[src/hdl/ssm_pkg.sv]
/*
 * Register hub shared definitions
 * Host and console bus structs, register offsets, window codes and IDs
 */
package ssm_pkg;

	////////////////////////////////////////////////////////////
	// Bus types
	////////////////////////////////////////////////////////////

	typedef logic [15:0] word_t;

	// Host request, strobes last one cycle
	typedef struct packed {
		logic       cs;
		logic       wr;
		logic       rd;
		logic [7:0] addr;
		word_t      wdata;
	} host_bus_t;

	// Console A-bus pins, active low levels
	typedef struct packed {
		logic        cs2_n;
		logic        rd_n;
		logic        wr_n;
		logic [15:0] addr;
		word_t       wdata;
	} sat_bus_t;

	// Synchronized console access
	typedef struct packed {
		logic       rd_start;
		logic       wr_start;
		logic       cdc_sel;
		logic       reg_sel;
		logic [3:0] reg_idx;
		// Address bit 1, picks the half of a 32-bit pair
		logic       half;
	} sat_req_t;

	// Host control register layout
	typedef struct packed {
		logic [5:0] rsvd_hi;
		logic       fifo_dir;
		logic       fifo_rst;
		logic [4:0] rsvd_lo;
		logic       irq_fifo_en;
		logic       irq_cmd_en;
		logic       irq_cdc_en;
	} host_ctrl_t;

	// Decoded host write and FIFO strobes
	typedef struct packed {
		logic  hirq_set;
		logic  hirq_clr;
		logic  cmd_clr;
		logic  data_wr;
		logic  fifo_push;
		logic  fifo_pop;
		word_t wdata;
	} host_pulse_t;

	////////////////////////////////////////////////////////////
	// Host byte offsets
	////////////////////////////////////////////////////////////

	localparam logic [7:0] HA_ID       = 8'h00;
	localparam logic [7:0] HA_VER      = 8'h02;
	localparam logic [7:0] HA_CTRL     = 8'h04;
	localparam logic [7:0] HA_STAT     = 8'h06;
	localparam logic [7:0] HA_FIFO     = 8'h08;
	localparam logic [7:0] HA_FSTAT    = 8'h0C;
	localparam logic [7:0] HA_SCMD     = 8'h10;
	localparam logic [7:0] HA_SDATA    = 8'h12;
	localparam logic [7:0] HA_SCTRL    = 8'h14;
	// Four words each
	localparam logic [7:0] HA_RESP     = 8'h18;
	localparam logic [7:0] HA_RESPW    = 8'h20;
	localparam logic [7:0] HA_CR       = 8'h20;
	localparam logic [7:0] HA_HIRQ_SET = 8'h28;
	localparam logic [7:0] HA_MASK     = 8'h2A;
	localparam logic [7:0] HA_HIRQ_CLR = 8'h2C;

	////////////////////////////////////////////////////////////
	// Console register indexes and windows
	////////////////////////////////////////////////////////////

	localparam logic [3:0] CI_FIFO  = 4'd0;
	localparam logic [3:0] CI_HIRQ  = 4'd2;
	localparam logic [3:0] CI_MASK  = 4'd3;
	localparam logic [3:0] CI_CR1   = 4'd6;
	localparam logic [3:0] CI_CR2   = 4'd7;
	localparam logic [3:0] CI_CR3   = 4'd8;
	localparam logic [3:0] CI_CR4   = 4'd9;

	localparam logic [3:0] SI_ID    = 4'd0;
	localparam logic [3:0] SI_CTRL  = 4'd1;
	localparam logic [3:0] SI_STAT  = 4'd2;
	localparam logic [3:0] SI_TIMER = 4'd3;
	localparam logic [3:0] SI_CMD   = 4'd4;
	localparam logic [3:0] SI_DATA  = 4'd5;
	localparam logic [3:0] SI_FIFO  = 4'd6;

	// Against address bits 14..12
	localparam logic [2:0] WIN_CDC  = 3'd0;
	localparam logic [2:0] WIN_REG  = 3'd7;

	// "SR" and hardware/firmware version
	localparam word_t ID_WORD  = 16'h5253;
	localparam word_t VER_WORD = 16'h1204;

endpackage

[src/hdl/abus_port.sv]
/*
 * Console A-bus front end
 * Chip-select synchronizer with read/write start pulses, window decode
 * and the console read data select
 */
`timescale 1ns/1ps

module abus_port (
	input  logic             mclk,
	input  logic             st_ale,
	input  ssm_pkg::sat_bus_t sat,
	input  ssm_pkg::word_t   cdc_rdata,
	input  ssm_pkg::word_t   sys_rdata,
	output ssm_pkg::sat_req_t req,
	output ssm_pkg::word_t   sat_rdata
);
	import ssm_pkg::*;

	// Stage 0 is the first flop after the pin
	logic [4:0] cs_sync;
	logic       cdc_q;

	////////////////////////////////////////////////////////////
	// Chip-select synchronizer
	////////////////////////////////////////////////////////////

	// Idle high, chain shifts toward stage 4
	always_ff @(posedge mclk or posedge st_ale)
	begin
		if (st_ale)
			cs_sync <= '1;
		else
			cs_sync <= {cs_sync[3:0], sat.cs2_n};
	end

	// Read start on the falling edge seen at stage 2
	assign req.rd_start = cs_sync[2] & ~cs_sync[1] & ~sat.rd_n;

	// Write starts later so wdata has settled
	assign req.wr_start = cs_sync[4] & ~cs_sync[3] & ~sat.wr_n;

	////////////////////////////////////////////////////////////
	// Window decode
	////////////////////////////////////////////////////////////

	assign req.cdc_sel = ~sat.cs2_n && (sat.addr[14:12] == WIN_CDC);
	assign req.reg_sel = ~sat.cs2_n && (sat.addr[14:12] == WIN_REG);
	assign req.reg_idx = sat.addr[5:2];
	assign req.half    = sat.addr[1];

	////////////////////////////////////////////////////////////
	// Read data select
	////////////////////////////////////////////////////////////

	// Window choice lines up with the registered sub-block data
	always_ff @(posedge mclk)
	begin
		cdc_q     <= req.cdc_sel;
		sat_rdata <= cdc_q ? cdc_rdata : sys_rdata;
	end

endmodule

[config.mk]
export PLATFORM = sky130hd
export DESIGN_NAME = abus_port
export DESIGN_NICKNAME = d
export VERILOG_FILES = /design/src/hdl/ssm_pkg.sv /design/src/hdl/abus_port.sv
export SDC_FILE = /design/constraint.sdc
export NUM_CORES = 1
export LEC_CHECK = 0
export BUFFER_PORTS_ARGS = -buffer_cell sky130_fd_sc_hd__buf_2
export CORE_MARGIN = 4
export CORE_UTILIZATION = 32
export CTS_CLUSTER_DIAMETER = 150
export CTS_CLUSTER_SIZE = 12
export DETAILED_ROUTE_END_ITERATION = 8
export PLACE_DENSITY = 0.81
export SETUP_SLACK_MARGIN = 0.1
export SLEW_MARGIN = 20
export SYNTH_ARGS = -nofsm -noshare
export SYNTH_HDL_FRONTEND = slang
export SYNTH_SLANG_ARGS = --single-unit
[constraint.sdc]
create_clock -name mclk -period 1.2 [get_ports mclk]
set_clock_uncertainty 0.15 [all_clocks]
set_input_delay 0 -clock mclk [delete_from_list [all_inputs] [get_ports mclk]]
set_output_delay 0 -clock mclk [all_outputs]
set_load 0.02 [all_outputs]
After elaboration in Yosys (flattened, before gate mapping)
Cells that the tools add are included.
Widths: inputs -> output; s select.
{"block": "word_totals", "ff_bits": 22, "latch_bits": 0, "ram_bits": 0, "romBits": 0, "input_bits": 69, "out_inout_bits": 25, "wordCells": 17, "memories": 0}
{"block": "op_classes", "add_sub_neg": 0, "multipliers": 0, "n_div": 0, "order_cmp": 0, "n_eq_ne": 1, "shifts": 0, "mux": 1, "bitwise": 9, "reduce_logical": 3}
{"op": "$mux 16", "n": 1}
{"op": "$not 1->1", "n": 5}
{"op": "$and 1x1->1", "n": 4}
{"op": "$eq 3x3->1 const B", "n": 1}
{"op": "$logic_not 3->1", "n": 1}
{"op": "$logic_and 1x1->1", "n": 2}

Longest topological paths before layout
{"block": "depth", "depth_word": 3, "mapped_depth": 3, "depth_no_buf": 1}

Worst setup path before layout
No wires, ideal clock.
{"block": "synth_path", "path_kind": "reg2out", "from": "reg cs_sync[2]", "to": "out req[8] (netlist bit)", "t_arrival_ns": 1.033, "required_time_ns": 1.050, "path_slack_ns": 0.017, "stages_incl_launch_ff": 2, "path_buffers": 0, "cell_sequence": "dfstp_2 > nor3b_1"}
{"element": "start, declared", "line": "abus_port.sv:20", "source": "logic [4:0] cs_sync;"}
{"element": "start signal, assigned", "line": "abus_port.sv:33", "source": "cs_sync <= {cs_sync[3:0], sat.cs2_n};"}
{"element": "end, declared", "line": "abus_port.sv:14", "source": "output ssm_pkg::sat_req_t req,"}

==> run metrics <==
DRC=0; Power Dens Cells=roughly 980 nW/um^2; sequential share of the synthesized area=59.5%; Detailed Routing Iterations Pass 1=3; DRT iter0 DRCs=5; CP Class=reg2out; I/O Buffers=59; per-cell routed wire length=about 15 um; Ys Warns=0; crit start category=register; static leakage=around 0.77 nW; multi-input logic area=approximately 290 um^2; worst slew pin tran=between 200 and 300 ps; Syn Area/Cell=about 16 um^2; placed insts=131; worst vdd ir=between 0.0006 and 0.0007 V; main combinational cell family by area after synthesis=multiplexers; root buf cell=clkbuf_4; antenna violations before repair=0; GP Congestion=between 0.6 and 0.7; Slew Limit Fails=0; Tmin final=about 1300 ps; Worst Setup End Kind=output port; CTS buffer count=3; Starting Density=34.9%; Total Nets Final=about 220; Skew-Pair Late Insertion Delay=roughly 300 ps; maximum capacitance violations=0; CORE AREA=~2300 um^2; xor and xnor area share after synthesis=0%; relative slew slack=~83%; TritonCTS clock tree=built; Post-Synth Adder-Cell Area=0%; RSZ-0062 raised after global routing=true; Placed Area=about 1100 um^2; H-Tree Level Count=1; Worst Path Arrival=1140 ps; largest net degree at the start of global routing=13; grt total ovfl=0; compound-gate portion of the synthesized area=0%; Post-Synthesis Cells=50; Netlist cell types=11; Worst Path Required=1050 ps; Final Hold Fails=0; first-pass GRT wire length=~4200 um; # rows=17; Die Ht=57.8 um; Max Clk Rate=approximately 0.77 GHz; design area=~1600 um^2; final worst slack=-94.5 ps; Syn Nets=between 100 and 150; setup violators final=2; failing checks=setup timing; vias in the first global route=872; post-synthesis simple-gate area fraction=3.94%; status=finished with violations; diode count=0; final period utilization=108%; Die Span X=about 58 um; Hold Path Class=in2out; fin cells=around 180; CTS sink count=22; Ports=94; mux share of post-synthesis cell area=around 27%; die area=roughly 3300 um^2; Power Total=between 0.0015 and 0.002 W; Filler Cells Inserted=between 100 and 150; WL final=approximately 2600 um; clock buffer depth=2; FF+latch count, synth=22; via count=764; layout cells sized above 1=60.8%; ANT nets after route=0; Worst path slowest cell=dfstp_2; max incr delay on CP=550 ps; Total GRT Usage=between 15 and 20%; FF+latch area=475 um^2; layout overhead on the synthesized area=100%; worst path cell trace=nor3b_2, buf_4; Reg clk slew, reported paths=roughly 120 ps; Post-Syn Area=a little under 800 um^2; via/cell ratio=roughly 4.3; post-layout util=69.7%; Post-Place Setup Slack=74.3 ps; crit-path max FO=2
==> sequential cells by signal (all words and copies together) (netlist names) <==
name and count:
cdc_q 1, sat_rdata 16, cs_sync 5
==> final timing paths <==
kind | from | endpoint | slack (ps) | depth (start not counted)
hold / removal | sat[33] | req[8] | 110 | 3
max in group asynchronous | st_ale | cs_sync[4]$_DFF_PP1_ | 680 | 3
setup / recovery | cs_sync[2]$_DFF_PP1_ | req[8] | -90 | 2
min in group asynchronous | st_ale | cs_sync[0]$_DFF_PP1_ | 200 | 3
setup reg to reg | cdc_q$_DFF_P_ | sat_rdata[8]$_DFF_P_ | 100 | 2
hold reg to reg | cs_sync[0]$_DFF_PP1_ | cs_sync[1]$_DFF_PP1_ | 210 | 0
==> metal layers <==
| metal | vias to the layer above | share of wire (%) | global-route usage [%] | routed length [um] |
|---|---|---|---|---|
| met3 | 7 | 14 | 6.68 | 363 |
| met2 | 54 | 50 | 30.6 | 1290 |
| li1 | 361 | - | - | - |
| met4 | 0 | 1.7 | 7.62 | 44 |
| met5 | - | 0 | 0 | 0 |
| met1 | 342 | 34 | 16.2 | 856 |
==> through the flow <==
stage	TNS, ps	hold WS [ps]
floorplan	0	-173
global placement	0	-150
detailed placement	0	-150
CTS	-214	117
global route	-287	120
finish	-171	113
==> cell families after synthesis <==
kind of cell	after synthesis
multiplexers	16
buffers and inverters	8
AND/OR/NAND/NOR	4
flip-flops	22
==> cell usage after synthesis <==
master / count / area (um^2)
inv_1: 1 / 3.75
buf_6: 1 / 11.3
mux2_2: 6 / 67.6
and4b_1: 1 / 10.0
buf_4: 5 / 37.5
dfxtp_1: 17 / 340
mux2_4: 10 / 150
dfstp_2: 5 / 131
nor4_1: 1 / 6.26
nor3b_1: 2 / 15.0
buf_12: 1 / 20.0
==> worst max-delay path, delay by kind of cell, from the launching register on <==
family	cells	cell delay [ps]
buf+inv	1	160
flops	1	550
simple gates	1	140
==> layout by cell type, fill, tap and decap left out <==
cell,synthesis,layout
and4b_1,1,1
buf_12,1,1
buf_16,0,1
buf_2,0,57
buf_4,5,2
clkbuf_4,0,3
clkbuf_8,0,1
dfstp_2,5,5
dfxtp_1,17,16
dfxtp_4,0,1
dlygate4sd3_1,0,40
inv_1,1,1
mux2_4,10,16
nor3b_2,0,2
nor4_2,0,1
==> layout make-up <==
cell class | instances | share of cell area [%]
Sequential cell | 22 | 30.0
Multi-Input combinational cell | 20 | 18.1
Tap cell | 28 | 2.21
Clock buffer | 4 | 2.29
Timing Repair Buffer | 101 | 47.2
Inverter | 1 | 0.237
==> power breakdown <==
group	switching, W	leakage [nW]	internal (W)
logic	0.000142	0.557	0.000218
registers	0.0000154	0.196	0.000783
clock network	0.000217	0.0210	0.000185
total	0.000375	0.774	0.00119
==> what timing repair did <==
| item | CTS | global route |
|---|---|---|
| hold buffers | 40 | 0 |
| buffers inserted | 1 | 0 |
| gates resized for setup | 12 | 2 |
| gates cloned | 1 | 0 |
| setup endpoints to repair | 18 | 11 |
| hold endpoints to repair | 28 | 0 |
| pin swaps | 0 | 0 |
No activity file was read; power rests on OpenSTA's default activity.
