[config.mk]
export PLATFORM = sky130hd
export DESIGN_NAME = cd_mailbox
export DESIGN_NICKNAME = d
export VERILOG_FILES = /design/src/hdl/ssm_pkg.sv /design/src/hdl/cd_mailbox.sv
export SDC_FILE = /design/constraint.sdc
export NUM_CORES = 1
export LEC_CHECK = 0
export ABC_AREA = 1
export BUFFER_PORTS_ARGS = -buffer_cell sky130_fd_sc_hd__buf_4
export CAP_MARGIN = 20
export CORE_MARGIN = 5
export CORE_UTILIZATION = 25
export DETAILED_ROUTE_END_ITERATION = 10
export GPL_TIMING_DRIVEN = 0
export SLEW_MARGIN = 30
export SYNTH_ARGS = -nofsm -noshare
export SYNTH_HDL_FRONTEND = slang
export SYNTH_SLANG_ARGS = --single-unit
[constraint.sdc]
create_clock -name mclk -period 1.06 [get_ports mclk]
set_input_delay 0.053 -clock mclk [delete_from_list [all_inputs] [get_ports mclk]]
set_output_delay 0.053 -clock mclk [all_outputs]
set_load 0.03 [all_outputs]
[src/hdl/ssm_pkg.sv]
/*
 * Register hub shared definitions
 * Host and console bus structs, register offsets, window codes and IDs
 */
package ssm_pkg;

	////////////////////////////////////////////////////////////
	// Bus types
	////////////////////////////////////////////////////////////

	typedef logic [15:0] word_t;

	// Host request, strobes last one cycle
	typedef struct packed {
		logic       cs;
		logic       wr;
		logic       rd;
		logic [7:0] addr;
		word_t      wdata;
	} host_bus_t;

	// Console A-bus pins, active low levels
	typedef struct packed {
		logic        cs2_n;
		logic        rd_n;
		logic        wr_n;
		logic [15:0] addr;
		word_t       wdata;
	} sat_bus_t;

	// Synchronized console access
	typedef struct packed {
		logic       rd_start;
		logic       wr_start;
		logic       cdc_sel;
		logic       reg_sel;
		logic [3:0] reg_idx;
		// Address bit 1, picks the half of a 32-bit pair
		logic       half;
	} sat_req_t;

	// Host control register layout
	typedef struct packed {
		logic [5:0] rsvd_hi;
		logic       fifo_dir;
		logic       fifo_rst;
		logic [4:0] rsvd_lo;
		logic       irq_fifo_en;
		logic       irq_cmd_en;
		logic       irq_cdc_en;
	} host_ctrl_t;

	// Decoded host write and FIFO strobes
	typedef struct packed {
		logic  hirq_set;
		logic  hirq_clr;
		logic  cmd_clr;
		logic  data_wr;
		logic  fifo_push;
		logic  fifo_pop;
		word_t wdata;
	} host_pulse_t;

	////////////////////////////////////////////////////////////
	// Host byte offsets
	////////////////////////////////////////////////////////////

	localparam logic [7:0] HA_ID       = 8'h00;
	localparam logic [7:0] HA_VER      = 8'h02;
	localparam logic [7:0] HA_CTRL     = 8'h04;
	localparam logic [7:0] HA_STAT     = 8'h06;
	localparam logic [7:0] HA_FIFO     = 8'h08;
	localparam logic [7:0] HA_FSTAT    = 8'h0C;
	localparam logic [7:0] HA_SCMD     = 8'h10;
	localparam logic [7:0] HA_SDATA    = 8'h12;
	localparam logic [7:0] HA_SCTRL    = 8'h14;
	// Four words each
	localparam logic [7:0] HA_RESP     = 8'h18;
	localparam logic [7:0] HA_RESPW    = 8'h20;
	localparam logic [7:0] HA_CR       = 8'h20;
	localparam logic [7:0] HA_HIRQ_SET = 8'h28;
	localparam logic [7:0] HA_MASK     = 8'h2A;
	localparam logic [7:0] HA_HIRQ_CLR = 8'h2C;

	////////////////////////////////////////////////////////////
	// Console register indexes and windows
	////////////////////////////////////////////////////////////

	localparam logic [3:0] CI_FIFO  = 4'd0;
	localparam logic [3:0] CI_HIRQ  = 4'd2;
	localparam logic [3:0] CI_MASK  = 4'd3;
	localparam logic [3:0] CI_CR1   = 4'd6;
	localparam logic [3:0] CI_CR2   = 4'd7;
	localparam logic [3:0] CI_CR3   = 4'd8;
	localparam logic [3:0] CI_CR4   = 4'd9;

	localparam logic [3:0] SI_ID    = 4'd0;
	localparam logic [3:0] SI_CTRL  = 4'd1;
	localparam logic [3:0] SI_STAT  = 4'd2;
	localparam logic [3:0] SI_TIMER = 4'd3;
	localparam logic [3:0] SI_CMD   = 4'd4;
	localparam logic [3:0] SI_DATA  = 4'd5;
	localparam logic [3:0] SI_FIFO  = 4'd6;

	// Against address bits 14..12
	localparam logic [2:0] WIN_CDC  = 3'd0;
	localparam logic [2:0] WIN_REG  = 3'd7;

	// "SR" and hardware/firmware version
	localparam word_t ID_WORD  = 16'h5253;
	localparam word_t VER_WORD = 16'h1204;

endpackage

[src/hdl/cd_mailbox.sv]
/*
 * CD block mailbox
 * Command registers, hirq and its mask, in-command flag,
 * CDC window read mux and the console interrupt
 */
`timescale 1ns/1ps

module cd_mailbox (
	input  logic                 mclk,
	input  logic                 st_ale,
	input  ssm_pkg::sat_req_t    req,
	input  ssm_pkg::word_t       sat_wdata,
	input  ssm_pkg::host_pulse_t host_pulses,
	input  ssm_pkg::word_t       resp [4],
	input  ssm_pkg::word_t       fifo_q,
	output ssm_pkg::word_t       cr_words [4],
	output ssm_pkg::word_t       hirq,
	output ssm_pkg::word_t       hirq_mask,
	output logic                 in_cmd,
	output logic                 cdc_set,
	output ssm_pkg::word_t       cdc_rdata,
	output logic                 sat_irq
);
	import ssm_pkg::*;

	logic wr;
	logic rd;

	assign wr = req.wr_start & req.cdc_sel;
	assign rd = req.rd_start & req.cdc_sel;

	// CR4 write closes a command
	assign cdc_set = wr && (req.reg_idx == CI_CR4);

	////////////////////////////////////////////////////////////
	// Command registers
	////////////////////////////////////////////////////////////

	always_ff @(posedge mclk)
	begin
		if (wr)
		begin
			case (req.reg_idx)
				CI_CR1:  cr_words[0] <= sat_wdata;
				CI_CR2:  cr_words[1] <= sat_wdata;
				CI_CR3:  cr_words[2] <= sat_wdata;
				CI_CR4:  cr_words[3] <= sat_wdata;
				default: ;
			endcase
		end
	end

	////////////////////////////////////////////////////////////
	// hirq, mask and in-command
	////////////////////////////////////////////////////////////

	always_ff @(posedge mclk or posedge st_ale)
	begin
		if (st_ale)
		begin
			hirq      <= '0;
			hirq_mask <= '0;
			in_cmd    <= 1'b0;
		end
		else
		begin
			// Host set, then host clear, then console AND
			if (host_pulses.hirq_set)
				hirq <= hirq | host_pulses.wdata;
			else if (host_pulses.hirq_clr)
				hirq <= hirq & ~host_pulses.wdata;
			else if (wr && (req.reg_idx == CI_HIRQ))
				hirq <= hirq & sat_wdata;
			if (wr && (req.reg_idx == CI_MASK))
				hirq_mask <= sat_wdata;
			// Console read of CR4 ends the command
			if (rd && (req.reg_idx == CI_CR4))
				in_cmd <= 1'b0;
			else if (cdc_set)
				in_cmd <= 1'b1;
		end
	end

	assign sat_irq = |(hirq & hirq_mask);

	////////////////////////////////////////////////////////////
	// CDC window read mux
	////////////////////////////////////////////////////////////

	// CR slots read back the host responses
	always_ff @(posedge mclk)
	begin
		case (req.reg_idx)
			CI_FIFO: cdc_rdata <= {fifo_q[7:0], fifo_q[15:8]};
			CI_HIRQ: cdc_rdata <= hirq;
			CI_MASK: cdc_rdata <= hirq_mask;
			CI_CR1:  cdc_rdata <= resp[0];
			CI_CR2:  cdc_rdata <= resp[1];
			CI_CR3:  cdc_rdata <= resp[2];
			CI_CR4:  cdc_rdata <= resp[3];
			default: cdc_rdata <= '0;
		endcase
	end

endmodule

# == Word level (Yosys, flattened, before mapping) ==
# Index checks and enable logic that the tools add are counted.
# Widths: inputs -> output; s select.
# totals
word_cells,39
ff_bits,113
out_inout_bits,115
input_bits,129
# op_classes
reduce_logical,12
bitwise,7
n_mux,6
n_eq_ne,6
# op_table
cell,n
$pmux 16 s7,1
$and 16x16->16,3
$mux 16,3
$not 16->16,1
$or 16x16->16,1
$reduce_or 16->1,1
$eq 4x2->1 const B,2
$eq 4x3->1 const B,2
$eq 4x4->1 const B,2
$reduce_and 2->1,4
$logic_and 1x1->1,4
$logic_not 4->1,1
$reduce_bool 3->1,1
$and 1x1->1,2
$mux 1,2
$reduce_bool 2->1,1

# == Longest topological paths before layout ==
# depth
ltp_word,5
ltp_mapped,8
ltp_nobuf,6

# == Worst setup path after synthesis ==
# No wires, ideal clock.
# synth_path
kind,input port to flip-flop
from,input port req[2] (netlist bit)
to,register cr_words[16] (netlist bit) (enable)
slack_ns,-0.592
stages,4
path_buffers,1
arrival_time_ns,1.263
required_time_ns,0.672
path_cell_list,nor2_1 > buf_2 > nand2_1 > nor2_1
# synth_via
elab_chain_cells,2
# synth_rtl
item,line,source
from (decl),cd_mailbox.sv:11,"input ssm_pkg::sat_req_t req,"
$eq 4x4->1,cd_mailbox.sv:43,case (req.reg_idx)
$reduce_and 2->1 (no source line),--,
to (decl),cd_mailbox.sv:16,"output ssm_pkg::word_t cr_words [4],"
# No other way between the ends.
# A chain may end at the register's enable or synchronous reset.

# == Worst setup path in the final report ==
# layout_path
from,register hirq[9]
to,output port sat_irq
# layout_via
elab_chain_cells,2
# layout_rtl
item,line,source
from (decl),cd_mailbox.sv:17,"output ssm_pkg::word_t hirq,"
from (signal assigned),cd_mailbox.sv:69,hirq <= hirq | host_pulses.wdata;
from (signal assigned),cd_mailbox.sv:71,hirq <= hirq & ~host_pulses.wdata;
from (signal assigned),cd_mailbox.sv:73,hirq <= hirq & sat_wdata;
$and 16x16->16,cd_mailbox.sv:84,assign sat_irq = |(hirq & hirq_mask);
$reduce_or 16->1,cd_mailbox.sv:84,
to (decl),cd_mailbox.sv:22,output logic sat_irq
# No other way between the ends.

==> reports/qor.yml <==
synth:
  synth.top_cells.by_area: "sky130_fd_sc_hd__edfxtp_1 38%, sky130_fd_sc_hd__dfrtp_1 16%, sky130_fd_sc_hd__nand3_1 12%"
  synth_top_cell_by_area: "sky130_fd_sc_hd__edfxtp_1"
  synth.avg_cell_area_um2: 8.776
  post_synth_num_cell_types: 18
  post_synth_most_frequent_cells: "154 x sky130_fd_sc_hd__nand2_1, 119 x sky130_fd_sc_hd__nand3_1, 68 x sky130_fd_sc_hd__nor2_1"
  synth_register_bits: 113
  synth_edf_count: 64
  mappedNetlistArea_mm2: 0.005116
  most_used_standard_cell_by_instance_count_after_synthesis: "sky130_fd_sc_hd__nand2_1"
  prevailing_post_synth_register_cell: "sky130_fd_sc_hd__edfxtp_1"
  post-synth-top-area-fraction_pct: 37.56
  synth_cells: 583
  async_reset_ff_share_pct: 29.20
  synth_fp_nets: 712
  yosysWarningCount: 0
  synth_sequential_area_ratio_pct: 59.97
die:
  floorplan_die_width_um: 153.1
  design.core.area_mm2: 0.02017
  floorplan.io_pins: 244
  start_util_pct: 25.37
  dieArea_mm2: 0.02343
  die_h_um: 153.1
  core.rowCount: 52
final_layout:
  area_of_the_multi_input_gates_mm2: 0.001861
  fin_cells: 1287
  final_core_util_pct: 48.77
  diodes: 0
  postLayoutCellArea_mm2: 0.009837
  design.final.nets: 1133
  layout.filler_cells: 1892
  sequential_cell_area_mm2: 0.003100
  syn_to_final_growth_pct: 92.27
  post_route_cells_drive_above_1_share_pct: 39.33
setup_path:
  crit_type: "flop to output port"
  cp_num_buf_inv: 1
  r2r_start: "hirq_mask[2]"
  endpoint_kind: "output port"
  most_used_cell_along_the_critical_path: "sky130_fd_sc_hd__nand2_1"
  critical_path.startpoint: "hirq[9]"
  critPathMaxStageDelay_ns: 0.43
  cpMaxStageDelayCell: "sky130_fd_sc_hd__dfrtp_2"
  cell_family_with_most_cp_delay: "flip-flops"
  crit_fanout: 2
  worstSetupStartpointType: "flop"
  worst-r2r-setup-slack_ns: -0.09
  crit_path_cell_trace: "nand2_1 > nand4_1 > nor2_1 > nand2_1 > buf_6"
  critPathArrivalTime_ns: 1.37
  cp_data_required_time_ns: 1.01
power:
  vdd_drop_max_uv: 1095
  power-per-cell-area_mw_per_mm2: 1523
  leakagePower_nw: 4.639
  power.total_w: 0.01498
sta:
  hold_violations: 0
  clock-skew-final_ns: 0.006596
  timing.slew.headroom_pct: 50.53
  rsz0062_at_grt: "yes"
  tightestPinTransition_ns: 0.7410
  period_needed_ns: 1.425
  fmax_ghz: 0.7019
  final_critical_path_setup_slack_ns: -0.3648
  setup_violations: 34
  layout_worst_path_cycle_share_pct: 134.4
  maxSlewViolCount: 0
route:
  antenna_left: 0
  drt_wl_total_um: 23550
  routed_via_density: 4.569
  detailroute.via_count: 5880
  initialDrtViolationCount: 409
  drt-pass1-iter-count: 5
  drt_drc_violations_left: 0
  detail_route.wl_per_cell_um: 18.30
grt:
  grt_start_max_net_pins: 34
  antenna_found_initial: 0
  grt_pass1_wl_um: 34950
  grt_pass1_vias: 6097
  grt_overflow: 0
  grt.total_usage_pct: 19.48
worst_hold_path:
  hold_path_class: "primary input to flop"
  hp-start: "req[6]"
clocking:
  cts_tree: "done"
  cts_max_level: 4
  clock_sinks: 113
  clk_pin_slew_ns: 0.06
  cts-root-to-sink-buffers: 2
  clk_root_buffer_cell: "sky130_fd_sc_hd__clkbuf_16"
  cts-buffers-inserted: 17
  worst_skew_pair.late_latency_ns: 0.41
place:
  placed_cell_area_mm2: 0.007338
  numPlacedInstances: 1088
  port_buffers: 235
  place.gp.congestion: 0.8487
  placement.setup.worst_slack_ns: -0.6629
  post-dp-hpwl_um: 15970
outcome:
  failed_checks: "setup timing"
  run_status: "complete, but fails checks"
job:
  number_of_maximum_capacitance_violations: 0
final timing paths:
check,to,depth (start not counted)
max,sat_irq,5
min,in_cmd,4
max reg2reg,cdc_rdata[2],7
min reg2reg,in_cmd,2
max in group asynchronous,hirq_mask[9],3
min in group asynchronous,hirq[4],3
layout make-up:
type	count	share of cell area [%]
Sequential cell	113	31.52
Tap cell	270	3.434
Inverter	43	1.832
Clock buffer	21	4.477
Multi-Input combinational cell	397	18.91
Timing Repair Buffer	402	36.56
Clock inverter	11	1.425
Buffer	30	1.844
registers in the layout, summed over array words and instances (netlist names):
| signal | count |
|---|---|
| cdc_rdata | 16 |
| cr_words | 64 |
| hirq | 16 |
| hirq_mask | 16 |
| in_cmd | 1 |
timing repair:
item,CTS,global route
resized for setup,80,44
setup buffers,39,23
endpoints found under the setup margin,98,57
pin swaps,15,19
hold buffers,111,0
hold endpoints to repair,145,0
cell families (layout without fill, tap and decap cells):
logic type	Yosys count	in the layout	share of synthesized area, %
simple gates	352	352	29.47
flops	113	113	59.97
buf+inv	73	507	6.163
compound gates	45	45	4.402
per-stage QoR:
step	TNS, ns	hold WS [ns]
after floorplan	-1.978	0.1519
after global placement	-52.00	0.2636
after detailed placement	-46.15	0.2272
after CTS	-3.060	0.001543
after global routing	-4.839	0.02666
final	-3.558	0.01629
cells in the final DEF (no fill, tap or decap), types with 21 or more instances in the layout:
| cell type | count |
|---|---|
| sky130_fd_sc_hd__buf_4 | 223 |
| sky130_fd_sc_hd__dlygate4sd3_1 | 111 |
| sky130_fd_sc_hd__inv_1 | 38 |
| sky130_fd_sc_hd__edfxtp_1 | 64 |
| sky130_fd_sc_hd__buf_6 | 71 |
| sky130_fd_sc_hd__nor2_1 | 64 |
| sky130_fd_sc_hd__nand3_1 | 110 |
| sky130_fd_sc_hd__nand2_1 | 149 |
| sky130_fd_sc_hd__o21ai_0 | 21 |
| sky130_fd_sc_hd__dfrtp_2 | 26 |
routing by layer:
layer | track usage [%] | share of wire, %
met5 | 0 | 0
met4 | 8.273 | 3.0
met3 | 5.570 | 6.4
met2 | 32.75 | 50
met1 | 23.35 | 41
where the power goes:
part           internal, W  leakage (nW)  switching (W)
Clock              0.00367         0.274        0.00204
Sequential         0.00499          1.09       0.000273
Combinational      0.00194          3.28        0.00207
worst min-delay path, stage by stage:
cell	delay (ns)
sky130_fd_sc_hd__buf_4	0.10
sky130_fd_sc_hd__nand2_1	0.06
sky130_fd_sc_hd__nor2_1	0.12
sky130_fd_sc_hd__a21oi_1	0.05
(Power assumes the default switching activity.)
