==> src/hdl/ssm_pkg.sv <==
/*
 * Register hub shared definitions
 * Host and console bus structs, register offsets, window codes and IDs
 */
package ssm_pkg;

	////////////////////////////////////////////////////////////
	// Bus types
	////////////////////////////////////////////////////////////

	typedef logic [15:0] word_t;

	// Host request, strobes last one cycle
	typedef struct packed {
		logic       cs;
		logic       wr;
		logic       rd;
		logic [7:0] addr;
		word_t      wdata;
	} host_bus_t;

	// Console A-bus pins, active low levels
	typedef struct packed {
		logic        cs2_n;
		logic        rd_n;
		logic        wr_n;
		logic [15:0] addr;
		word_t       wdata;
	} sat_bus_t;

	// Synchronized console access
	typedef struct packed {
		logic       rd_start;
		logic       wr_start;
		logic       cdc_sel;
		logic       reg_sel;
		logic [3:0] reg_idx;
		// Address bit 1, picks the half of a 32-bit pair
		logic       half;
	} sat_req_t;

	// Host control register layout
	typedef struct packed {
		logic [5:0] rsvd_hi;
		logic       fifo_dir;
		logic       fifo_rst;
		logic [4:0] rsvd_lo;
		logic       irq_fifo_en;
		logic       irq_cmd_en;
		logic       irq_cdc_en;
	} host_ctrl_t;

	// Decoded host write and FIFO strobes
	typedef struct packed {
		logic  hirq_set;
		logic  hirq_clr;
		logic  cmd_clr;
		logic  data_wr;
		logic  fifo_push;
		logic  fifo_pop;
		word_t wdata;
	} host_pulse_t;

	////////////////////////////////////////////////////////////
	// Host byte offsets
	////////////////////////////////////////////////////////////

	localparam logic [7:0] HA_ID       = 8'h00;
	localparam logic [7:0] HA_VER      = 8'h02;
	localparam logic [7:0] HA_CTRL     = 8'h04;
	localparam logic [7:0] HA_STAT     = 8'h06;
	localparam logic [7:0] HA_FIFO     = 8'h08;
	localparam logic [7:0] HA_FSTAT    = 8'h0C;
	localparam logic [7:0] HA_SCMD     = 8'h10;
	localparam logic [7:0] HA_SDATA    = 8'h12;
	localparam logic [7:0] HA_SCTRL    = 8'h14;
	// Four words each
	localparam logic [7:0] HA_RESP     = 8'h18;
	localparam logic [7:0] HA_RESPW    = 8'h20;
	localparam logic [7:0] HA_CR       = 8'h20;
	localparam logic [7:0] HA_HIRQ_SET = 8'h28;
	localparam logic [7:0] HA_MASK     = 8'h2A;
	localparam logic [7:0] HA_HIRQ_CLR = 8'h2C;

	////////////////////////////////////////////////////////////
	// Console register indexes and windows
	////////////////////////////////////////////////////////////

	localparam logic [3:0] CI_FIFO  = 4'd0;
	localparam logic [3:0] CI_HIRQ  = 4'd2;
	localparam logic [3:0] CI_MASK  = 4'd3;
	localparam logic [3:0] CI_CR1   = 4'd6;
	localparam logic [3:0] CI_CR2   = 4'd7;
	localparam logic [3:0] CI_CR3   = 4'd8;
	localparam logic [3:0] CI_CR4   = 4'd9;

	localparam logic [3:0] SI_ID    = 4'd0;
	localparam logic [3:0] SI_CTRL  = 4'd1;
	localparam logic [3:0] SI_STAT  = 4'd2;
	localparam logic [3:0] SI_TIMER = 4'd3;
	localparam logic [3:0] SI_CMD   = 4'd4;
	localparam logic [3:0] SI_DATA  = 4'd5;
	localparam logic [3:0] SI_FIFO  = 4'd6;

	// Against address bits 14..12
	localparam logic [2:0] WIN_CDC  = 3'd0;
	localparam logic [2:0] WIN_REG  = 3'd7;

	// "SR" and hardware/firmware version
	localparam word_t ID_WORD  = 16'h5253;
	localparam word_t VER_WORD = 16'h1204;

endpackage

==> src/hdl/sat_sysregs.sv <==
/*
 * Console system registers
 * ctrl, cmd and data registers, free-running timer and their read mux
 */
`timescale 1ns/1ps

module sat_sysregs #(
	parameter int FIFO_AW   = 10,
	parameter int TIMER_DIV = 100
) (
	input  logic                 mclk,
	input  logic                 st_ale,
	input  ssm_pkg::sat_req_t    req,
	input  ssm_pkg::word_t       sat_wdata,
	input  ssm_pkg::host_pulse_t host_pulses,
	input  ssm_pkg::word_t       fifo_q,
	input  logic [FIFO_AW:0]     fifo_used,
	input  logic                 fifo_full,
	output ssm_pkg::word_t       ctrl,
	output ssm_pkg::word_t       cmd,
	output ssm_pkg::word_t       data,
	output logic                 cmd_set,
	output ssm_pkg::word_t       sys_rdata
);
	import ssm_pkg::*;

	localparam int DIV_W = (TIMER_DIV > 1) ? $clog2(TIMER_DIV) : 1;

	logic             wr;
	logic [DIV_W-1:0] div_cnt;
	logic [31:0]      timer;

	assign wr      = req.wr_start & req.reg_sel;
	assign cmd_set = wr && (req.reg_idx == SI_CMD);

	always_ff @(posedge mclk or posedge st_ale)
	begin
		if (st_ale)
		begin
			ctrl <= 16'h0100;
			cmd  <= '0;
			data <= '0;
		end
		else
		begin
			if (wr && (req.reg_idx == SI_CTRL))
				ctrl <= sat_wdata;
			// Host clear beats a console write
			if (host_pulses.cmd_clr)
				cmd <= '0;
			else if (cmd_set)
				cmd <= sat_wdata;
			if (wr && (req.reg_idx == SI_DATA))
				data <= sat_wdata;
			else if (host_pulses.data_wr)
				data <= host_pulses.wdata;
		end
	end

	////////////////////////////////////////////////////////////
	// Timer
	////////////////////////////////////////////////////////////

	// Prescaler wraps every TIMER_DIV cycles, timer steps on wrap
	always_ff @(posedge mclk or posedge st_ale)
	begin
		if (st_ale)
		begin
			div_cnt <= '0;
			timer   <= '0;
		end
		else
		begin
			if (div_cnt == DIV_W'(TIMER_DIV - 1))
				div_cnt <= '0;
			else
				div_cnt <= div_cnt + 1'b1;
			if (wr && (req.reg_idx == SI_TIMER))
				timer <= '0;
			else if (div_cnt == '0)
				timer <= timer + 32'd1;
		end
	end

	////////////////////////////////////////////////////////////
	// Read mux
	////////////////////////////////////////////////////////////

	always_ff @(posedge mclk)
	begin
		case (req.reg_idx)
			SI_ID:    sys_rdata <= req.half ? VER_WORD : ID_WORD;
			SI_CTRL:  sys_rdata <= ctrl;
			SI_STAT:  sys_rdata <= word_t'({fifo_full, fifo_used});
			// High half first
			SI_TIMER: sys_rdata <= req.half ? timer[15:0] : timer[31:16];
			SI_CMD:   sys_rdata <= cmd;
			SI_DATA:  sys_rdata <= data;
			// Console is big-endian
			SI_FIFO:  sys_rdata <= {fifo_q[7:0], fifo_q[15:8]};
			default:  sys_rdata <= '0;
		endcase
	end

endmodule

==> config.mk <==
export PLATFORM = sky130hd
export DESIGN_NAME = sat_sysregs
export DESIGN_NICKNAME = d
export VERILOG_FILES = /design/src/hdl/ssm_pkg.sv /design/src/hdl/sat_sysregs.sv
export SDC_FILE = /design/constraint.sdc
export NUM_CORES = 1
export LEC_CHECK = 0
export BUFFER_PORTS_ARGS = -buffer_cell sky130_fd_sc_hd__buf_2
export CORE_AREA = 2 2 118 120
export CTS_BUF_LIST = sky130_fd_sc_hd__clkbuf_4 sky130_fd_sc_hd__clkbuf_8 sky130_fd_sc_hd__clkbuf_16
export DETAILED_ROUTE_END_ITERATION = 8
export DIE_AREA = 0 0 120 122
export GPL_ROUTABILITY_DRIVEN = 0
export SLEW_MARGIN = 30
export SYNTH_ARGS = -nofsm -noshare
export SYNTH_HDL_FRONTEND = slang
export SYNTH_SLANG_ARGS = --single-unit
==> constraint.sdc <==
create_clock -name mclk -period 7.1 [get_ports mclk]
set_input_delay 0.355 -clock mclk [delete_from_list [all_inputs] [get_ports mclk]]
set_output_delay 0.355 -clock mclk [all_outputs]
set_load 0.05 [all_outputs]
* Word level (Yosys, flattened, before mapping) *
Index checks and enable logic that the tools add are counted.

storage, ports and cells
  output and inout bits = 65
  register bits = 103
  bits of input ports = 77
  logic and storage cells = 35

operators by class
  mux-type cells = 10
  bitwise operators = 1
  $add $sub $neg = 2
  reductions and logical operators = 9
  equality and inequality tests = 7

operator list
  cell                                                                   number
  16-bit case mux with 7 select lines                                    1
  16-bit two-way mux                                                     5
  32-bit two-way mux                                                     2
  32-bit by 1-bit adder with 32-bit output, second input constant        1
  15-bit two-way mux                                                     1
  4-bit by 3-bit equality test with 1-bit output, second input constant  3
  4-bit by 2-bit equality test with 1-bit output, second input constant  2
  7-bit by 1-bit adder with 7-bit output, second input constant          1
  7-bit equality test, second input constant                             1
  7-bit logical NOT                                                      1
  7-bit two-way mux                                                      1
  2-bit nonzero test                                                     3
  4-bit by 1-bit equality test with 1-bit output, second input constant  1
  1-bit logical AND                                                      4
  4-bit logical NOT                                                      1
  1-bit AND                                                              1

* Depth between registers and ports, before layout *
  depth after elaboration = 4
  depth in mapped cells = 7
  mapped depth without buffers = 6

* Worst setup path before layout *
OpenSTA, ideal clock, no wires.

  kind = input to register
  start point = in req[2] (netlist bit)
  end point = reg ctrl[0]
  library setup time = 0.125 ns
  arrival = 1.814 ns
  required time = 6.975 ns
  slack = 5.161 ns
  stages on the path = 6
  path through = buf_2 > nor4b_2 > and2_1 > buf_2 > buf_4 > mux2_2

on the way
  longest elaborated chain between the ends = 2

ends and longest elaborated chain
  element                                         line               text
  start: declaration                              sat_sysregs.sv:13  input ssm_pkg::sat_req_t req,
  4-bit by 1-bit equality test with 1-bit output  sat_sysregs.sv:46  if (wr && (req.reg_idx == SI_CTRL))
  1-bit logical AND                               sat_sysregs.sv:46
  end signal: assignment                          sat_sysregs.sv:47  ctrl <= sat_wdata;
  end: declaration                                sat_sysregs.sv:19  output ssm_pkg::word_t ctrl,

Every way passes these cells.
A chain may end at the register's enable or synchronous reset.

* Final worst setup path *
  start point = in req[7] (netlist bit)
  end point = out cmd_set

on the way
  longest elaborated chain between the ends = 2

ends and longest elaborated chain
  element            line               text
  1-bit AND          sat_sysregs.sv:33  assign wr = req.wr_start & req.reg_sel;
  1-bit logical AND  sat_sysregs.sv:34  assign cmd_set = wr && (req.reg_idx == SI_CMD);
  end: declaration   sat_sysregs.sv:22  output logic cmd_set,

Every way passes these cells.

==> run summary <==
==================================================================================
Worst vdd ir                                                            0.000103 V
Antenna fix cells                                                                0
Transition time at the pin with the least slew margin                     0.964 ns
Period minus WS final                                                      2.60 ns
Placeable Area                                                           13500 µm²
Number of resized instances in the post-cts repair step                          0
Gr usage total                                                               0.212
TritonCTS clock tree                                                           yes
Length of the first detailed-routing pass in iterations                          5
Seq cells post-synth                                                           103
HPWL after detailed placement                                             11000 µm
Static leakage                                                          0.00290 µW
Worst slew slack as a fraction of its limit                                  0.357
Final total power                                                          1530 µW
Non-filler instance count after layout                                         841
Number of enable flip-flop cells after synthesis                                 0
Number of levels in the clock H-tree                                             3
Register area                                                             2500 µm²
Net count reported at finish                                                   736
Count of distinct cell types in the synthesized netlist                         51
Average vias per placed instance                                              5.59
Critical path start-end classification                                input pin to primary output
Sink Count                                                                     103
Number of filler cells placed in the layout                                   1294
Total number of yosys warnings                                                   0
Maximum number of pins on one net before global-route repair                    56
Part of the cycle the worst path needs                                       0.366
Number of nets with antenna violations after routing                             0
Crit path DAT                                                              2.24 ns
Ranking of synthesized cells by area                                  sky130_fd_sc_hd__dfrtp_1 41%, sky130_fd_sc_hd__mux2i_1 7.4%, sky130_fd_sc_hd__a21oi_1 6.1%, sky130_fd_sc_hd__dfxtp_1 6.1%, sky130_fd_sc_hd__nand2_1 4.2%
Yosys top cell by area                                                sky130_fd_sc_hd__dfrtp_1
Count of endpoints failing hold in the final timing report                       0
Share of synthesized flip-flops with an asynchronous set or reset            0.845
Dpl cells                                                                      825
Number of max-cap violations                                                     0
Total power divided by cell area                                        240 nW/µm²
Final number of setup-violating endpoints                                        0
Sequential element share of the synthesized area                             0.476
Leftover overflow at the end of global routing                                   0
First-pass GRT wire length                                                24400 µm
Syn_nets                                                                       623
Worst-path clk slew                                                        0.07 ns
Data required time of the worst path                                       6.74 ns
Area of the die                                                          14600 µm²
Detailed Route WL                                                         15600 µm
Total of buffers placed on input and output ports                              135
Synthesis-to-layout area growth                                              21.3%
Hold-fix buffers, CTS                                                            0
Row count                                                                       43
Longest Clk Path Bufs                                                            2
Share of final-layout standard cells stronger than drive strength 1          0.283
Number of buffers created by CTS                                                 9
Y dimension of the die                                                      122 µm
FF-to-FF setup slack                                                       4.65 ns
Yosys top cell area share                                                    0.410
Status                                                                finished, final reports clean
Drt initial violations                                                         383
Skew-Pair Late Insertion Delay                                             0.34 ns
Overall via count from detail_route                                           4702
CP endpoint kind                                                      primary output
Post-synthesis instance total                                                  543
Setup repair after global routing missed its margin                             no
Flip-flop cell with the highest count after synthesis                 sky130_fd_sc_hd__dfrtp_1
Clock Tree Root                                                       sky130_fd_sc_hd__clkbuf_16
Library cell with the highest instance count after synthesis          sky130_fd_sc_hd__dfrtp_1
I/O pins                                                                       142
Most frequent cells after synthesis                                   86 x sky130_fd_sc_hd__dfrtp_1, 64 x sky130_fd_sc_hd__a21oi_1, 59 x sky130_fd_sc_hd__nand2_1, 39 x sky130_fd_sc_hd__mux2i_1, 38 x sky130_fd_sc_hd__nor2_1
Final standard cell utilization of the core                                  0.472
DRC violations left                                                              0
Slew Viols, Final                                                                0
Worst-case hold slack                                                    0.0518 ns
Highest achievable clock rate                                              385 MHz
Category of the worst setup path launch point                            input pin
Footprint of the multi-input gates                                        2560 µm²
Max Fanout on Critical Path                                                     17
Mean cell area of the mapped netlist                                      9.67 µm²
Die span in x                                                               120 µm
Post-CTS setup buffers                                                           0
Routed WL per cell                                                         18.5 µm
Path type of the worst min-delay path                                 input pin to asynchronous set/reset pin
Number of antenna violations at the first check in global routing                0
Layout Skew                                                             0.00821 ns
Post-synth design cell area                                               5250 µm²
Vias in the first global route                                                4515
Starting utilization of the core area                                        0.389
Sum of negative setup slack                                                   0 ns
==================================================================================
==> where the power goes <==
part           switching [µW]  internal [µW]  total [µW]
Combinational             212           87.1         299
Sequential               48.7            637         686
Clock                     222            319         541
Total                     483           1040        1530
==> cell type report <==
type / count / area share
multi-input combinational: 392 / 0.403
sequential: 103 / 0.392
timing repair buffer: 141 / 0.113
clock buffer: 11 / 0.0377
tap: 180 / 0.0354
clock inverter: 5 / 0.0132
inverter: 9 / 0.00550
==> cells by family after synthesis <==
kind of cell,synth area share
flops,0.476
mux,0.109
fa+ha+maj,0.00715
compound gates,0.144
xor+xnor,0.0183
simple gates,0.207
buf+inv,0.0386
==> worst max-delay path, stage by stage <==
cell	delay [ns]
sky130_fd_sc_hd__buf_2	0.07
sky130_fd_sc_hd__and2_0	0.39
sky130_fd_sc_hd__nand2_1	0.55
sky130_fd_sc_hd__inv_2	0.51
sky130_fd_sc_hd__buf_2	0.35
==> routing by layer <==
metal	part of all wire	routed length (µm)	vias to the layer above	global-route usage
met1	0.45	6940	2308	0.285
met3	0.060	935	12	0.0403
met5	0	0	-	0
li1	-	-	2205	-
met4	0.0097	151	0	0.0529
met2	0.48	7520	177	0.355
==> per-stage QoR <==
step	setup slack [ns]	cell area [µm²]
after floorplan	4.50	5250
after global placement	4.58	6040
after detailed placement	4.54	6040
after CTS	4.53	6370
after global routing	4.39	6370
final	4.50	6370
==> final timing paths <==
| check | start | to | depth (start not counted) |
|---|---|---|---|
| worst min register to register | div_cnt[0]$_DFF_PP0_ | div_cnt[0]$_DFF_PP0_ | 1 |
| worst min-delay path | st_ale | data[12]$_DFFE_PP0P_ | 2 |
| worst max register to register | div_cnt[0]$_DFF_PP0_ | timer[19]$_DFFE_PP0P_ | 6 |
| max in group asynchronous | st_ale | ctrl[3]$_DFFE_PP0P_ | 3 |
| min in group mclk | fifo_used[5] | sys_rdata[5]$_DFF_P_ | 3 |
| worst max-delay path | req[7] | cmd_set | 5 |
==> placed cells by master, fill, tap and decap left out, drive strengths merged, types with 4 or more instances in the layout <==
| master | Yosys | layout |
|---|---|---|
| nand2 | 59 | 59 |
| a22oi | 23 | 23 |
| and3 | 7 | 7 |
| nor4b | 4 | 4 |
| or4 | 11 | 11 |
| nand2b | 7 | 7 |
| dfxtp | 16 | 16 |
| or3 | 5 | 5 |
| nand4 | 18 | 18 |
| buf | 23 | 141 |
| clkbuf | 16 | 11 |
| xor2 | 7 | 7 |
| o21ai | 10 | 10 |
| nor4 | 8 | 8 |
| nor2 | 38 | 38 |
| dfrtp | 86 | 86 |
| mux2i | 39 | 39 |
| xnor2 | 4 | 4 |
| mux2 | 16 | 16 |
| and4 | 6 | 6 |
| nand3 | 22 | 22 |
| inv | 9 | 9 |
| o31ai | 13 | 13 |
| and2 | 6 | 6 |
| a21oi | 64 | 64 |
==> state kept, by name (all words and copies together) (netlist names) <==
name       cells
data          16
sys_rdata     16
cmd           16
ctrl          16
timer         32
div_cnt        7
Note: power is estimated with default switching activity, not from simulation.
